**src/logic/uart_pkg.sv**
```systemverilog
// UART link definitions
package uart_pkg;

    localparam int CLKS_PER_BIT = 8;                // Clock cycles per serial bit
    localparam int HALF_BIT     = CLKS_PER_BIT / 2; // Midpoint and vote threshold
    localparam int FIFO_DEPTH   = 4;                // Entries per FIFO
    localparam int PTR_W        = $clog2(FIFO_DEPTH);
    localparam int CREDIT_W     = 3;                // Holds 0 to FIFO_DEPTH
    localparam bit PARITY_ODD   = 1'b0;             // 0 selects even parity

    typedef logic [7:0]          byte_t;
    typedef logic [9:0]          rx_entry_t;        // Frame error, parity error, data
    typedef logic [CREDIT_W-1:0] credit_t;
    typedef logic [3:0]          bit_count_t;
    typedef logic [3:0]          tick_t;

    typedef enum logic [2:0] {
        RX_IDLE,
        RX_CONFIRM,     // Second low sample of the start bit
        RX_START,
        RX_BITS,        // Data bits and parity bit
        RX_STOP,
        RX_DONE         // Wait for the line to return high
    } rx_state_t;

    typedef enum logic [2:0] {
        TX_IDLE,
        TX_START,
        TX_DATA,
        TX_PARITY,
        TX_STOP
    } tx_state_t;

endpackage

```
**src/logic/byte_fifo_if.sv**
```systemverilog
// Byte FIFO port bundle
`timescale 1ns/1ps

interface byte_fifo_if import uart_pkg::*; ();

    logic      push;
    rx_entry_t wdata;
    logic      pop;
    rx_entry_t rdata;    // Head entry
    logic      empty;
    logic      full;

    modport writer (output push, output wdata, input full);

    modport reader (output pop, input rdata, input empty);

    modport fifo (input push, input wdata, input pop,
                  output rdata, output empty, output full);

endinterface

```
**src/logic/byte_fifo.sv**
```systemverilog
// Byte FIFO
`timescale 1ns/1ps

module byte_fifo import uart_pkg::*; (
    input logic       clk,
    input logic       reset,
    byte_fifo_if.fifo fifo
);

    rx_entry_t        mem [FIFO_DEPTH];
    logic [PTR_W-1:0] wr_ptr;
    logic [PTR_W-1:0] rd_ptr;
    logic [PTR_W:0]   count;
    logic             do_push;
    logic             do_pop;

    assign do_push = fifo.push && !fifo.full;
    assign do_pop  = fifo.pop && !fifo.empty;

    assign fifo.rdata = mem[rd_ptr];
    assign fifo.empty = count == '0;
    assign fifo.full  = count == (PTR_W + 1)'(FIFO_DEPTH);

    always_ff @(posedge clk) begin
        if (do_push) begin
            mem[wr_ptr] <= fifo.wdata;
        end
    end

    always_ff @(posedge clk) begin
        if (reset) begin
            wr_ptr <= '0;
            rd_ptr <= '0;
            count  <= '0;
        end else begin
            if (do_push) wr_ptr <= wr_ptr + 1'b1;    // Depth is a power of two
            if (do_pop) rd_ptr <= rd_ptr + 1'b1;
            case ({do_push, do_pop})
                2'b10:   count <= count + 1'b1;
                2'b01:   count <= count - 1'b1;
                default: count <= count;
            endcase
        end
    end

    a_no_push_full: assert property (@(posedge clk) disable iff (reset)
        fifo.push |-> !fifo.full) else $error("FIFO push while full");

    a_no_pop_empty: assert property (@(posedge clk) disable iff (reset)
        fifo.pop |-> !fifo.empty) else $error("FIFO pop while empty");

endmodule

```
**src/logic/link_ctrl.sv**
```systemverilog
// Link credit and FIFO control
`timescale 1ns/1ps

module link_ctrl import uart_pkg::*; (
    input  logic         clk,
    input  logic         reset,
    input  logic         tx_valid,
    input  byte_t        tx_data,
    output logic         tx_credit,
    input  logic         rx_credit,
    output logic         rx_valid,
    output byte_t        rx_data,
    output logic         rx_parity_error,
    output logic         rx_frame_error,
    output logic         overrun,
    byte_fifo_if.writer  tx_fifo_w,
    byte_fifo_if.reader  tx_fifo_r,
    byte_fifo_if.writer  rx_fifo_w,
    byte_fifo_if.reader  rx_fifo_r,
    input  logic         rx_done,
    input  rx_entry_t    rx_entry,
    input  logic         tx_ready,
    output logic         tx_start,
    output byte_t        tx_byte
);

    credit_t rx_credits;    // Delivery slots granted by the host

    // Host bytes go straight into the tx FIFO
    assign tx_fifo_w.push  = tx_valid;
    assign tx_fifo_w.wdata = {2'b00, tx_data};

    // Drain to the transmitter, credit back to the host on each take
    assign tx_start       = tx_ready && !tx_fifo_r.empty;
    assign tx_fifo_r.pop  = tx_start;
    assign tx_byte        = tx_fifo_r.rdata[7:0];
    assign tx_credit      = tx_start;

    // Received entries are kept unless the FIFO is full
    assign rx_fifo_w.push  = rx_done && !rx_fifo_w.full;
    assign rx_fifo_w.wdata = rx_entry;

    assign rx_valid        = !rx_fifo_r.empty && (rx_credits != '0);
    assign rx_fifo_r.pop   = rx_valid;
    assign rx_data         = rx_fifo_r.rdata[7:0];
    assign rx_parity_error = rx_fifo_r.rdata[8];
    assign rx_frame_error  = rx_fifo_r.rdata[9];

    always_ff @(posedge clk) begin
        if (reset) begin
            rx_credits <= '0;
            overrun    <= 1'b0;
        end else begin
            overrun <= rx_done && rx_fifo_w.full;    // Entry dropped
            case ({rx_credit, rx_valid})
                2'b10:   rx_credits <= rx_credits + 1'b1;
                2'b01:   rx_credits <= rx_credits - 1'b1;
                default: rx_credits <= rx_credits;
            endcase
        end
    end

    a_tx_credit_respected: assert property (@(posedge clk) disable iff (reset)
        tx_valid |-> !tx_fifo_w.full) else $error("host wrote without a tx credit");

    a_rx_credit_bound: assert property (@(posedge clk) disable iff (reset)
        rx_credits <= credit_t'(FIFO_DEPTH)) else $error("rx credits above FIFO depth");

endmodule

```
**src/logic/uart_link.sv**
```systemverilog
// UART link endpoint
`timescale 1ns/1ps

module uart_link import uart_pkg::*; (
    input  logic  clk,
    input  logic  reset,
    input  logic  rxd,
    output logic  txd,
    input  logic  tx_valid,
    input  byte_t tx_data,
    output logic  tx_credit,
    input  logic  rx_credit,
    output logic  rx_valid,
    output byte_t rx_data,
    output logic  rx_parity_error,
    output logic  rx_frame_error,
    output logic  overrun
);

    logic      rx_done;
    rx_entry_t rx_entry;
    logic      tx_ready;
    logic      tx_start;
    byte_t     tx_byte;

    byte_fifo_if tx_fifo ();    // Host to transmitter
    byte_fifo_if rx_fifo ();    // Receiver to host

    link_ctrl link_ctrl_i (
        .clk, .reset,
        .tx_valid, .tx_data, .tx_credit,
        .rx_credit, .rx_valid, .rx_data, .rx_parity_error, .rx_frame_error, .overrun,
        .tx_fifo_w (tx_fifo), .tx_fifo_r (tx_fifo),
        .rx_fifo_w (rx_fifo), .rx_fifo_r (rx_fifo),
        .rx_done, .rx_entry,
        .tx_ready, .tx_start, .tx_byte
    );

    byte_fifo tx_fifo_i (.clk, .reset, .fifo (tx_fifo));

    byte_fifo rx_fifo_i (.clk, .reset, .fifo (rx_fifo));

    uart_rx uart_rx_i (.clk, .reset, .rxd, .done (rx_done), .entry (rx_entry));

    uart_tx uart_tx_i (
        .clk, .reset,
        .start (tx_start), .data (tx_byte), .ready (tx_ready), .txd
    );

endmodule

```
**src/logic/uart_rx.sv**
```systemverilog
// UART receiver
`timescale 1ns/1ps

module uart_rx import uart_pkg::*; (
    input  logic      clk,
    input  logic      reset,
    input  logic      rxd,
    output logic      done,
    output rx_entry_t entry
);

    rx_state_t  state;
    logic       rxd_meta;
    logic       rxd_sync;
    tick_t      tick;
    tick_t      ones;          // High samples seen in the current bit
    bit_count_t bit_idx;
    logic [8:0] shift;         // Parity on top once all bits are in
    tick_t      ones_total;
    logic       bit_val;
    logic       bit_end;
    logic       stop_sample;

    assign ones_total  = ones + tick_t'(rxd_sync);
    assign bit_val     = ones_total > tick_t'(HALF_BIT);    // Ties resolve to zero
    assign bit_end     = tick == tick_t'(CLKS_PER_BIT - 1);
    assign stop_sample = (state == RX_STOP) && (tick == tick_t'(HALF_BIT - 1));

    // Two-flop synchronizer, idles high
    always_ff @(posedge clk) begin
        if (reset) begin
            rxd_meta <= 1'b1;
            rxd_sync <= 1'b1;
        end else begin
            rxd_meta <= rxd;
            rxd_sync <= rxd_meta;
        end
    end

    always_ff @(posedge clk) begin
        if (reset) begin
            state   <= RX_IDLE;
            tick    <= '0;
            ones    <= '0;
            bit_idx <= '0;
            shift   <= '0;
            done    <= 1'b0;
        end else begin
            done <= 1'b0;
            case (state)
                RX_IDLE: begin
                    if (!rxd_sync) state <= RX_CONFIRM;
                end
                RX_CONFIRM: begin
                    tick  <= '0;
                    state <= rxd_sync ? RX_IDLE : RX_START;    // Single low sample is noise
                end
                RX_START: begin
                    if (tick == tick_t'(CLKS_PER_BIT - 3)) begin    // Two samples already used
                        state   <= RX_BITS;
                        tick    <= '0;
                        ones    <= '0;
                        bit_idx <= '0;
                    end else begin
                        tick <= tick + 1'b1;
                    end
                end
                RX_BITS: begin
                    if (bit_end) begin
                        tick    <= '0;
                        ones    <= '0;
                        shift   <= {bit_val, shift[8:1]};    // LSB arrives first
                        bit_idx <= bit_idx + 1'b1;
                        if (bit_idx == bit_count_t'(8)) state <= RX_STOP;
                    end else begin
                        tick <= tick + 1'b1;
                        ones <= ones_total;
                    end
                end
                RX_STOP: begin
                    tick <= tick + 1'b1;
                    if (stop_sample) begin
                        done  <= 1'b1;
                        state <= RX_DONE;
                    end
                end
                RX_DONE: begin
                    if (rxd_sync) state <= RX_IDLE;    // Hold off while stop stays low
                end
                default: state <= RX_IDLE;
            endcase
        end
    end

    always_ff @(posedge clk) begin
        if (stop_sample) begin
            entry <= {~rxd_sync, (^shift) ^ PARITY_ODD, shift[7:0]};
        end
    end

    a_done_single: assert property (@(posedge clk) disable iff (reset)
        done |=> !done) else $error("rx done held for two cycles");

endmodule

```
**src/logic/uart_tx.sv**
```systemverilog
// UART transmitter
`timescale 1ns/1ps

module uart_tx import uart_pkg::*; (
    input  logic  clk,
    input  logic  reset,
    input  logic  start,
    input  byte_t data,
    output logic  ready,
    output logic  txd
);

    tx_state_t  state;
    tick_t      tick;
    bit_count_t bit_idx;
    byte_t      shift;
    logic       parity;
    logic       bit_end;

    assign bit_end = tick == tick_t'(CLKS_PER_BIT - 1);
    assign ready   = state == TX_IDLE;

    always_comb begin
        case (state)
            TX_START:  txd = 1'b0;
            TX_DATA:   txd = shift[0];
            TX_PARITY: txd = parity;
            default:   txd = 1'b1;    // Idle and stop
        endcase
    end

    always_ff @(posedge clk) begin
        if (reset) begin
            state   <= TX_IDLE;
            tick    <= '0;
            bit_idx <= '0;
        end else begin
            tick <= bit_end ? '0 : tick + 1'b1;
            case (state)
                TX_IDLE: begin
                    tick <= '0;
                    if (start) state <= TX_START;
                end
                TX_START: begin
                    bit_idx <= '0;
                    if (bit_end) state <= TX_DATA;
                end
                TX_DATA: begin
                    if (bit_end) begin
                        bit_idx <= bit_idx + 1'b1;
                        if (bit_idx == bit_count_t'(7)) state <= TX_PARITY;
                    end
                end
                TX_PARITY: if (bit_end) state <= TX_STOP;
                TX_STOP:   if (bit_end) state <= TX_IDLE;
                default:   state <= TX_IDLE;
            endcase
        end
    end

    always_ff @(posedge clk) begin
        if (start && ready) begin
            shift  <= data;
            parity <= (^data) ^ PARITY_ODD;
        end else if (state == TX_DATA && bit_end) begin
            shift <= shift >> 1;
        end
    end

endmodule

```
**config.mk**
```make
export PLATFORM = sky130hd
export DESIGN_NAME = uart_link
export DESIGN_NICKNAME = d
export VERILOG_FILES = /design/src/logic/uart_pkg.sv /design/src/logic/byte_fifo_if.sv /design/src/logic/byte_fifo.sv /design/src/logic/link_ctrl.sv /design/src/logic/uart_link.sv /design/src/logic/uart_rx.sv /design/src/logic/uart_tx.sv
export SDC_FILE = /design/constraint.sdc
export NUM_CORES = 1
export LEC_CHECK = 0
export BUFFER_PORTS_ARGS = -buffer_cell sky130_fd_sc_hd__buf_2
export CAP_MARGIN = 20
export CORE_AREA = 10 10 121 123
export CTS_CLUSTER_SIZE = 10
export DETAILED_ROUTE_END_ITERATION = 10
export DIE_AREA = 0 0 131 133
export PLACE_DENSITY = 0.76
export SYNTH_ARGS = -nofsm -noshare
export SYNTH_HDL_FRONTEND = slang
export SYNTH_HIERARCHICAL = 1
export SYNTH_SLANG_ARGS = --single-unit
```
**constraint.sdc**
```tcl
create_clock -name clk -period 4.25 [get_ports clk]
set_clock_uncertainty 0.1 [all_clocks]
set_input_delay 0.85 -clock clk [delete_from_list [all_inputs] [get_ports clk]]
set_output_delay 0.85 -clock clk [all_outputs]
set_load 0.02 [all_outputs]
```
==> results of run 1 <==
[where the power goes]
group	leakage (µW)	switching (µW)	internal, µW
logic	0.000964	257	209
clock network	0.000293	581	951
registers	0.00132	70.7	1680
total	0.00257	908	2840
[stage by stage]
stage	utilization	hold WS, ns	power, µW	instances	cell area [µm²]
2_1_floorplan	-	0.289	2200	540	6860
3_3_place_gp	0.551	0.291	2220	679	6820
3_5_place_dp	0.551	0.295	2250	679	6820
4_1_cts	0.601	0.309	3790	711	7430
5_1_grt	0.601	0.320	3920	711	7430
6_report	0.601	0.310	3750	711	7430
[final cells by class]
class | instances | area share
sequential | 151 | 0.530
multi-input combinational | 300 | 0.326
clock buffer | 20 | 0.0601
timing repair buffer | 27 | 0.0185
clock inverter | 12 | 0.0224
tap | 172 | 0.0290
inverter | 29 | 0.0147
[routing by layer]
layer,vias to the layer above,part of all wire,track usage
li1,1879,-,-
met1,1914,0.44,0.155
met2,71,0.52,0.216
met3,4,0.036,0.0384
met4,0,0.0078,0.0482
met5,-,0,0
[sequential cells by signal (all words and copies together) (netlist names), 3 cells and up, named ones only]
signal / flops
uart_rx_i/bit_idx: 4
uart_rx_i/ones: 4
uart_rx_i/shift: 9
rx_fifo_i/count: 3
uart_rx_i/tick: 4
uart_rx_i/entry: 10
uart_tx_i/shift: 8
uart_tx_i/tick: 4
uart_tx_i/bit_idx: 4
rx_fifo_i/mem: 40
tx_fifo_i/count: 3
uart_rx_i/state: 3
tx_fifo_i/mem: 32
link_ctrl_i/rx_credits: 3
uart_tx_i/state: 3
[worst max-delay path: cells and delay by family, from the launching register on]
kind     cells  cell delay (ns)
buf+inv      1             0.17
flops        1             0.73
mux          1             0.59
[worst paths after layout]
path	startpoint	endpoint	slack (ns)	depth (start not counted)
setup / recovery	register	rx_frame_error	1.39	2
hold / removal	uart_rx_i/rxd_meta	uart_rx_i/rxd_sync	0.31	1
hold reg to reg	uart_rx_i/rxd_meta	uart_rx_i/rxd_sync	0.31	1
setup reg to reg	uart_tx_i/state[0]	tx_fifo_i/count[2]	1.53	10
[placed cells by master (no fill, tap or decap), types with 10 or more instances in the layout]
master	n
a21oi_1	25
and2_1	12
buf_2	26
clkbuf_16	17
dfxtp_1	60
edfxtp_1	91
ha_1	19
inv_1	29
mux2i_1	10
mux4_2	18
nand2_1	13
nor2_1	43
o21ai_0	14
or3_1	10
xnor2_1	15
xor2_1	16
==> flow_summary.yaml, run 1 <==
power:
  peakVddDrop_v: 0.000384
  p_leak_uw: 0.00257
  power_density_nw_per_um2: 505
die:
  core_area_um2: 12400
  die-area_um2: 17400
  ioPinCount: 27
  initial_core_util: 0.555
  num_rows: 41
  die_h_um: 133
  die_w_um: 131
sta:
  final.setup.tns_ns: 0
  fmax_mhz: 350
  tightest_slew_ns: 0.770
  slew_violations: 0
  hold_viol: 0
  setup_viol: 0
  max-slew-margin-rel: 0.486
  rsz0062_at_grt: "no"
  min_period_ns: 2.86
  fin_crit_sh: 0.673
  setup_ws_ns: 1.39
clocking:
  cts_tree: "built"
  clock_path_buffers: 2
  cts_setup_buffers: 0
  htree_levels: 4
  cts_resized: 0
  clkTransAtPathRegs_ns: 0.06
  cts_hold_buf: 0
  insertion_delay_ns: 0.41
  cts_buffers: 17
  cts_root_buf: "clkbuf_16"
  clock_sinks: 151
drt:
  avgViaCountPerCell: 5.44
  ant_nets: 0
  drt_pre_antenna_iters: 5
  wl_mm: 10.7
  num_vias: 3868
  wire_per_inst_um: 15.0
  drc: 0
  drt_iter0_drc: 295
place:
  port_buffers: 26
  pre_cts_ws_ns: 1.58
  gp_congestion: 0.826
  post-dp-hpwl_mm: 7.21
logic_synthesis:
  yosys_warnings: 6
  synthesis.nets: 575
  syn_area_um2: 6860
  syn_area_per_cell_um2: 12.7
  synth_cells: 540
critical_path:
  worstPathArrival_ns: 1.91
  worstPathRequired_ns: 3.30
  crit_path_end_kind: "output port"
  cp_cell_sequence: "mux4_2 -> buf_2"
  cp-start-kind: "register"
  critPathSlowestCell: "dfxtp_1"
  slowest_delay_ns: 0.73
  crit_fanout: 10
  timing_worst_setup_path_type: "register to output port"
cells_and_area:
  area_delta_synth_final_pct: 8.32
  multi_input_area_um2: 2420
  nFillCells: 934
  n_antenna_cell: 0
  register_area_um2: 3930
  drive_gt1_frac: 0.163
  nNetsFinal: 561
grt:
  overflow: 0
  grt_usage: 0.130
  antenna_found_initial: 0
  grt_pass1_vias: 3777
  grt_pass1_wl_mm: 18.1
  grt_max_degree: 35
hold_path:
  worst_hold_path_type: "register to register"
flow_run:
  max-cap-violations: 0
status:
  outcome: "completed"
(Power assumes the default switching activity.)
==> run 2: changes to the inputs <==
Settings changed: CORE_AREA 10 10 121 123 to 10 10 125 127, DIE_AREA 0 0 131 133 to 0 0 135 137, PLACE_DENSITY 0.76 to 0.75.
Clock period 4.25 ns to 2.35 ns, I/O delays scaled along.
==> flow_summary.yaml, run 2 (same netlist as run 1, synthesis figures left out) <==
cells_and_area:
  nNetsFinal: 575
  register_area_um2: 3950
  utilization: 0.579
  multi_input_area_um2: 2460
  n_antenna_cell: 0
  nFillCells: 1004
  largest_reg_flops: 40
  area_delta_synth_final_pct: 10.4
  final_common_cell: "edfxtp_1"
  top_regs: "rx_fifo_i/mem x40, tx_fifo_i/mem x32, uart_rx_i/entry x10"
  regMostFlops: "rx_fifo_i/mem"
  drive_gt1_frac: 0.205
  layout_common_cells: "edfxtp_1, dfxtp_1, nor2_1"
place:
  gp_congestion: 0.758
  pre_cts_ws_ns: -0.0209
  port_buffers: 26
  post-dp-hpwl_mm: 7.68
clocking:
  clock_sinks: 151
  htree_levels: 4
  clock_path_buffers: 2
  cts_tree: "built"
  insertion_delay_ns: 0.41
  clkTransAtPathRegs_ns: 0.06
  cts_buffers: 17
  cts_root_buf: "clkbuf_16"
die:
  die_h_um: 137
  die-area_um2: 18500
  num_rows: 42
  core_area_um2: 13100
  initial_core_util: 0.524
  die_w_um: 135
  ioPinCount: 27
sta:
  setup_viol: 0
  tightest_slew_ns: 0.541
  fmax_mhz: 444
  hold_viol: 0
  final.setup.tns_ns: 0
  setup_ws_ns: 0.0952
  min_period_ns: 2.25
  fin_crit_sh: 0.959
  max-slew-margin-rel: 0.639
  slew_violations: 0
  holdWs_ns: 0.140
critical_path:
  slowest_delay_ns: 0.35
  critPathSlowestCell: "dfxtp_1"
  worstPathArrival_ns: 2.49
  cp_cell_sequence: "nor3_4 -> nor2b_4 -> o31ai_2 -> inv_1 -> ha_2 -> inv_1 -> fa_2 -> xor2_1 -> or3_1 -> a21oi_1"
  crit_path_end_kind: "register"
  cp_common_cell: "inv_1"
  cp-start-kind: "register"
  worstPathRequired_ns: 2.59
  cpLargestDelayFamily: "simple AND/OR/NAND/NOR gates"
  crit_buf_inv: 2
  timing_worst_setup_path_type: "register to register"
  crit_fanout: 2
drt:
  num_vias: 3881
  drt_iter0_drc: 230
  wire_per_inst_um: 15.4
  wl_mm: 11.2
  drc: 0
  drt_pre_antenna_iters: 5
  ant_nets: 0
  avgViaCountPerCell: 5.33
power:
  peakVddDrop_v: 0.000443
  power_density_nw_per_um2: 905
  p_leak_uw: 0.00265
  total_power_uw: 6860
grt:
  grt_pass1_wl_mm: 18.7
  overflow: 0
  grt_max_degree: 19
  grt_pass1_vias: 3869
  grt_usage: 0.126
  antenna_found_initial: 0
flow_run:
  max-cap-violations: 0
hold_path:
  worst_hold_path_type: "input pin to register"
status:
  outcome: "completed"
[run 2: where the power goes]
part	total, µW	internal, µW	switching (µW)
combinational	979	456	523
clock	2730	1680	1060
sequential	3140	3050	96.5
[run 2: metrics by stage]
step	instances	instance area, µm²
after floorplan	540	6880
after global placement	697	6950
after detailed placement	697	6950
after CTS	728	7550
after global routing	728	7570
final	728	7570
[run 2: repair_timing]
item	4_1_cts	5_1_grt
resized for setup	3	8
endpoints found under the setup margin	1	3
buffers inserted	0	0
hold buffers	0	0
pin swaps	0	3
[run 2: layout make-up]
type,instances,share of cell area
clock buffer,18,0.0567
clock inverter,13,0.0225
inverter,29,0.0144
multi-input combinational,300,0.324
sequential,151,0.521
tap,176,0.0291
timing repair buffer,41,0.0321
[run 2: final timing paths]
| path | cells after the start | startpoint | to | slack, ns |
|---|---|---|---|---|
| setup / recovery | 10 | uart_tx_i/state[2] | tx_fifo_i/count[2] | 0.1 |
| hold / removal | 2 | rxd | uart_rx_i/rxd_meta | 0.14 |
| setup reg to reg | 10 | uart_tx_i/state[2] | tx_fifo_i/count[2] | 0.1 |
| hold reg to reg | 1 | uart_rx_i/rxd_meta | uart_rx_i/rxd_sync | 0.31 |
[run 2: per-layer routing]
metal  track usage  share of wire  up-vias  routed length (µm)
met1         0.148           0.44     1881                4890
met4        0.0407          0.011        0                 126
met3        0.0403          0.038       10                 430
met2         0.215           0.51       75                5740
li1              -              -     1915                   -
met5             0              0        -                   0
==> run 3: changes to the inputs <==
Settings changed: PLACE_DENSITY 0.75 to 0.73, REMOVE_ABC_BUFFERS set to 1.
==> flow_summary.yaml, run 3 (same netlist as run 1, synthesis figures left out) <==
status:
  outcome: "completed"
grt:
  grt_max_degree: 36
  grtUsageMet3: 0.0348
  grt_pass1_wl_mm: 19.0
  overflow: 0
  grtUsageMet2: 0.221
  grt_use_met1: 0.150
  grt_pass1_vias: 3896
  grt_usage: 0.129
  grt_busiest_layer: "met2"
  antenna_found_initial: 0
place:
  dp_cells: 697
  post-dp-hpwl_mm: 7.83
  port_buffers: 26
  gp_congestion: 0.780
critical_path:
  cp_cell_sequence: "buf_4 -> nor3_2 -> nor2_1 -> buf_4 -> ha_2 -> inv_1 -> fa_1 -> xor2_1 -> or3_1 -> a21oi_1"
  crit_path_end_kind: "register"
  crit_buf_inv: 3
  critPathSlowestCell: "fa_1"
  worstPathArrival_ns: 2.51
  worstPathRequired_ns: 2.60
  cp-start-kind: "register"
  slowest_delay_ns: 0.37
  timing_worst_setup_path_type: "register to register"
  cpLargestDelayFamily: "adder cells"
  r2r_start: "rx_fifo_i/count[2]"
  cp_common_cell: "buf_4"
  startpoint: "rx_fifo_i/count[2]"
  crit_fanout: 4
clocking:
  clkTransAtPathRegs_ns: 0.06
  cts_tree: "built"
  clock_path_buffers: 2
  cts_hold_buf: 0
  htree_levels: 4
  insertion_delay_ns: 0.42
  clock_sinks: 151
  cts_buffers: 17
  cts_root_buf: "clkbuf_16"
cells_and_area:
  regMostFlops: "rx_fifo_i/mem"
  drive_gt1_frac: 0.212
  fin_cells: 732
  nFillCells: 1030
  final_common_cell: "edfxtp_1"
  utilization: 0.581
  top_regs: "rx_fifo_i/mem x40, tx_fifo_i/mem x32, uart_rx_i/entry x10"
  area_delta_synth_final_pct: 10.9
  n_antenna_cell: 0
  largest_reg_flops: 40
  layout_common_cells: "edfxtp_1, dfxtp_1, nor2_1"
  nNetsFinal: 578
die:
  die-area_um2: 18500
  die_w_um: 135
  core_area_um2: 13100
  die_h_um: 137
  initial_core_util: 0.524
  ioPinCount: 27
  num_rows: 42
power:
  p_leak_uw: 0.00267
  power_density_nw_per_um2: 897
  peakVddDrop_v: 0.000482
sta:
  final.setup.tns_ns: 0
  holdWs_ns: 0.136
  fin_crit_sh: 0.963
  tightest_slew_ns: 0.733
  slew_violations: 0
  fmax_mhz: 442
  setup_viol: 0
  hold_viol: 0
  min_period_ns: 2.26
  max-slew-margin-rel: 0.511
flow_run:
  max-cap-violations: 0
drt:
  wl_mm: 11.5
  wire_per_inst_um: 15.7
  ant_nets: 0
  avgViaCountPerCell: 5.28
  num_vias: 3868
  drt_iter0_drc: 346
  drt_pre_antenna_iters: 4
  drc: 0
hold_path:
  min_from: "rxd"
  worst_hold_path_type: "input pin to register"
[run 3: changes by cell type in the layout (fill, tap and decap cells not counted), sizes merged]
cell | previous run | this run
inv | 33 | 39
buf | 41 | 44
bufinv | 3 | 1
clkinvlp | 2 | 0
clkbuf | 18 | 17
[run 3: cell type report]
type                            count  area, µm²  area share
Tap cell                          176        220      0.0290
Clock inverter                     15        178      0.0234
Clock buffer                       17        425      0.0559
Inverter                           29        109      0.0143
Timing Repair Buffer               44        278      0.0365
Sequential cell                   151       3940       0.518
Multi-Input combinational cell    300       2450       0.322
[run 3: power by group]
part,leakage (µW),total (µW),switching [µW],internal [µW]
Combinational,0.00106,978,521,457
Clock,0.000297,2700,1180,1530
Sequential,0.00132,3140,93.6,3050
[run 3: worst paths after layout]
check / to / slack [ns] / cells after the start
max: link_ctrl_i/rx_credits[2] / 0.09 / 10
min: uart_rx_i/rxd_meta / 0.14 / 2
max reg2reg: link_ctrl_i/rx_credits[2] / 0.09 / 10
min reg2reg: uart_rx_i/rxd_sync / 0.31 / 1
[run 3: timing repair]
item / 4_1_cts / 5_1_grt
buffers inserted: 1 / 2
endpoints found under the hold margin: 0 / 0
gates resized for setup: 3 / 12
setup endpoints to repair: 2 / 3
pin swaps: 1 / 4
[run 3: worst register-to-register path, cell delays in order, from the launching register on]
cell and delay [ns]:
dfxtp_1 0.35, buf_4 0.14, nor3_2 0.05, nor2_1 0.17, buf_4 0.16, ha_2 0.18, inv_1 0.05, fa_1 0.37
xor2_1 0.16, or3_1 0.32, a21oi_1 0.14
[run 3: metrics by stage]
step	cell area (µm²)	worst slack (ns)	total power [µW]
after CTS	7560	0.0210	6870
after global routing	7600	-0.0726	7130
after floorplan	6460	-0.370	3840
after global placement	6940	0.113	4090
after detailed placement	6940	-0.0406	4150
final	7600	0.0872	6820
[run 3: per-layer routing]
layer	up-vias	wire length, µm
met1	1885	4920
met2	58	6080
met5	-	0
met4	0	109
met3	6	363
li1	1919	-
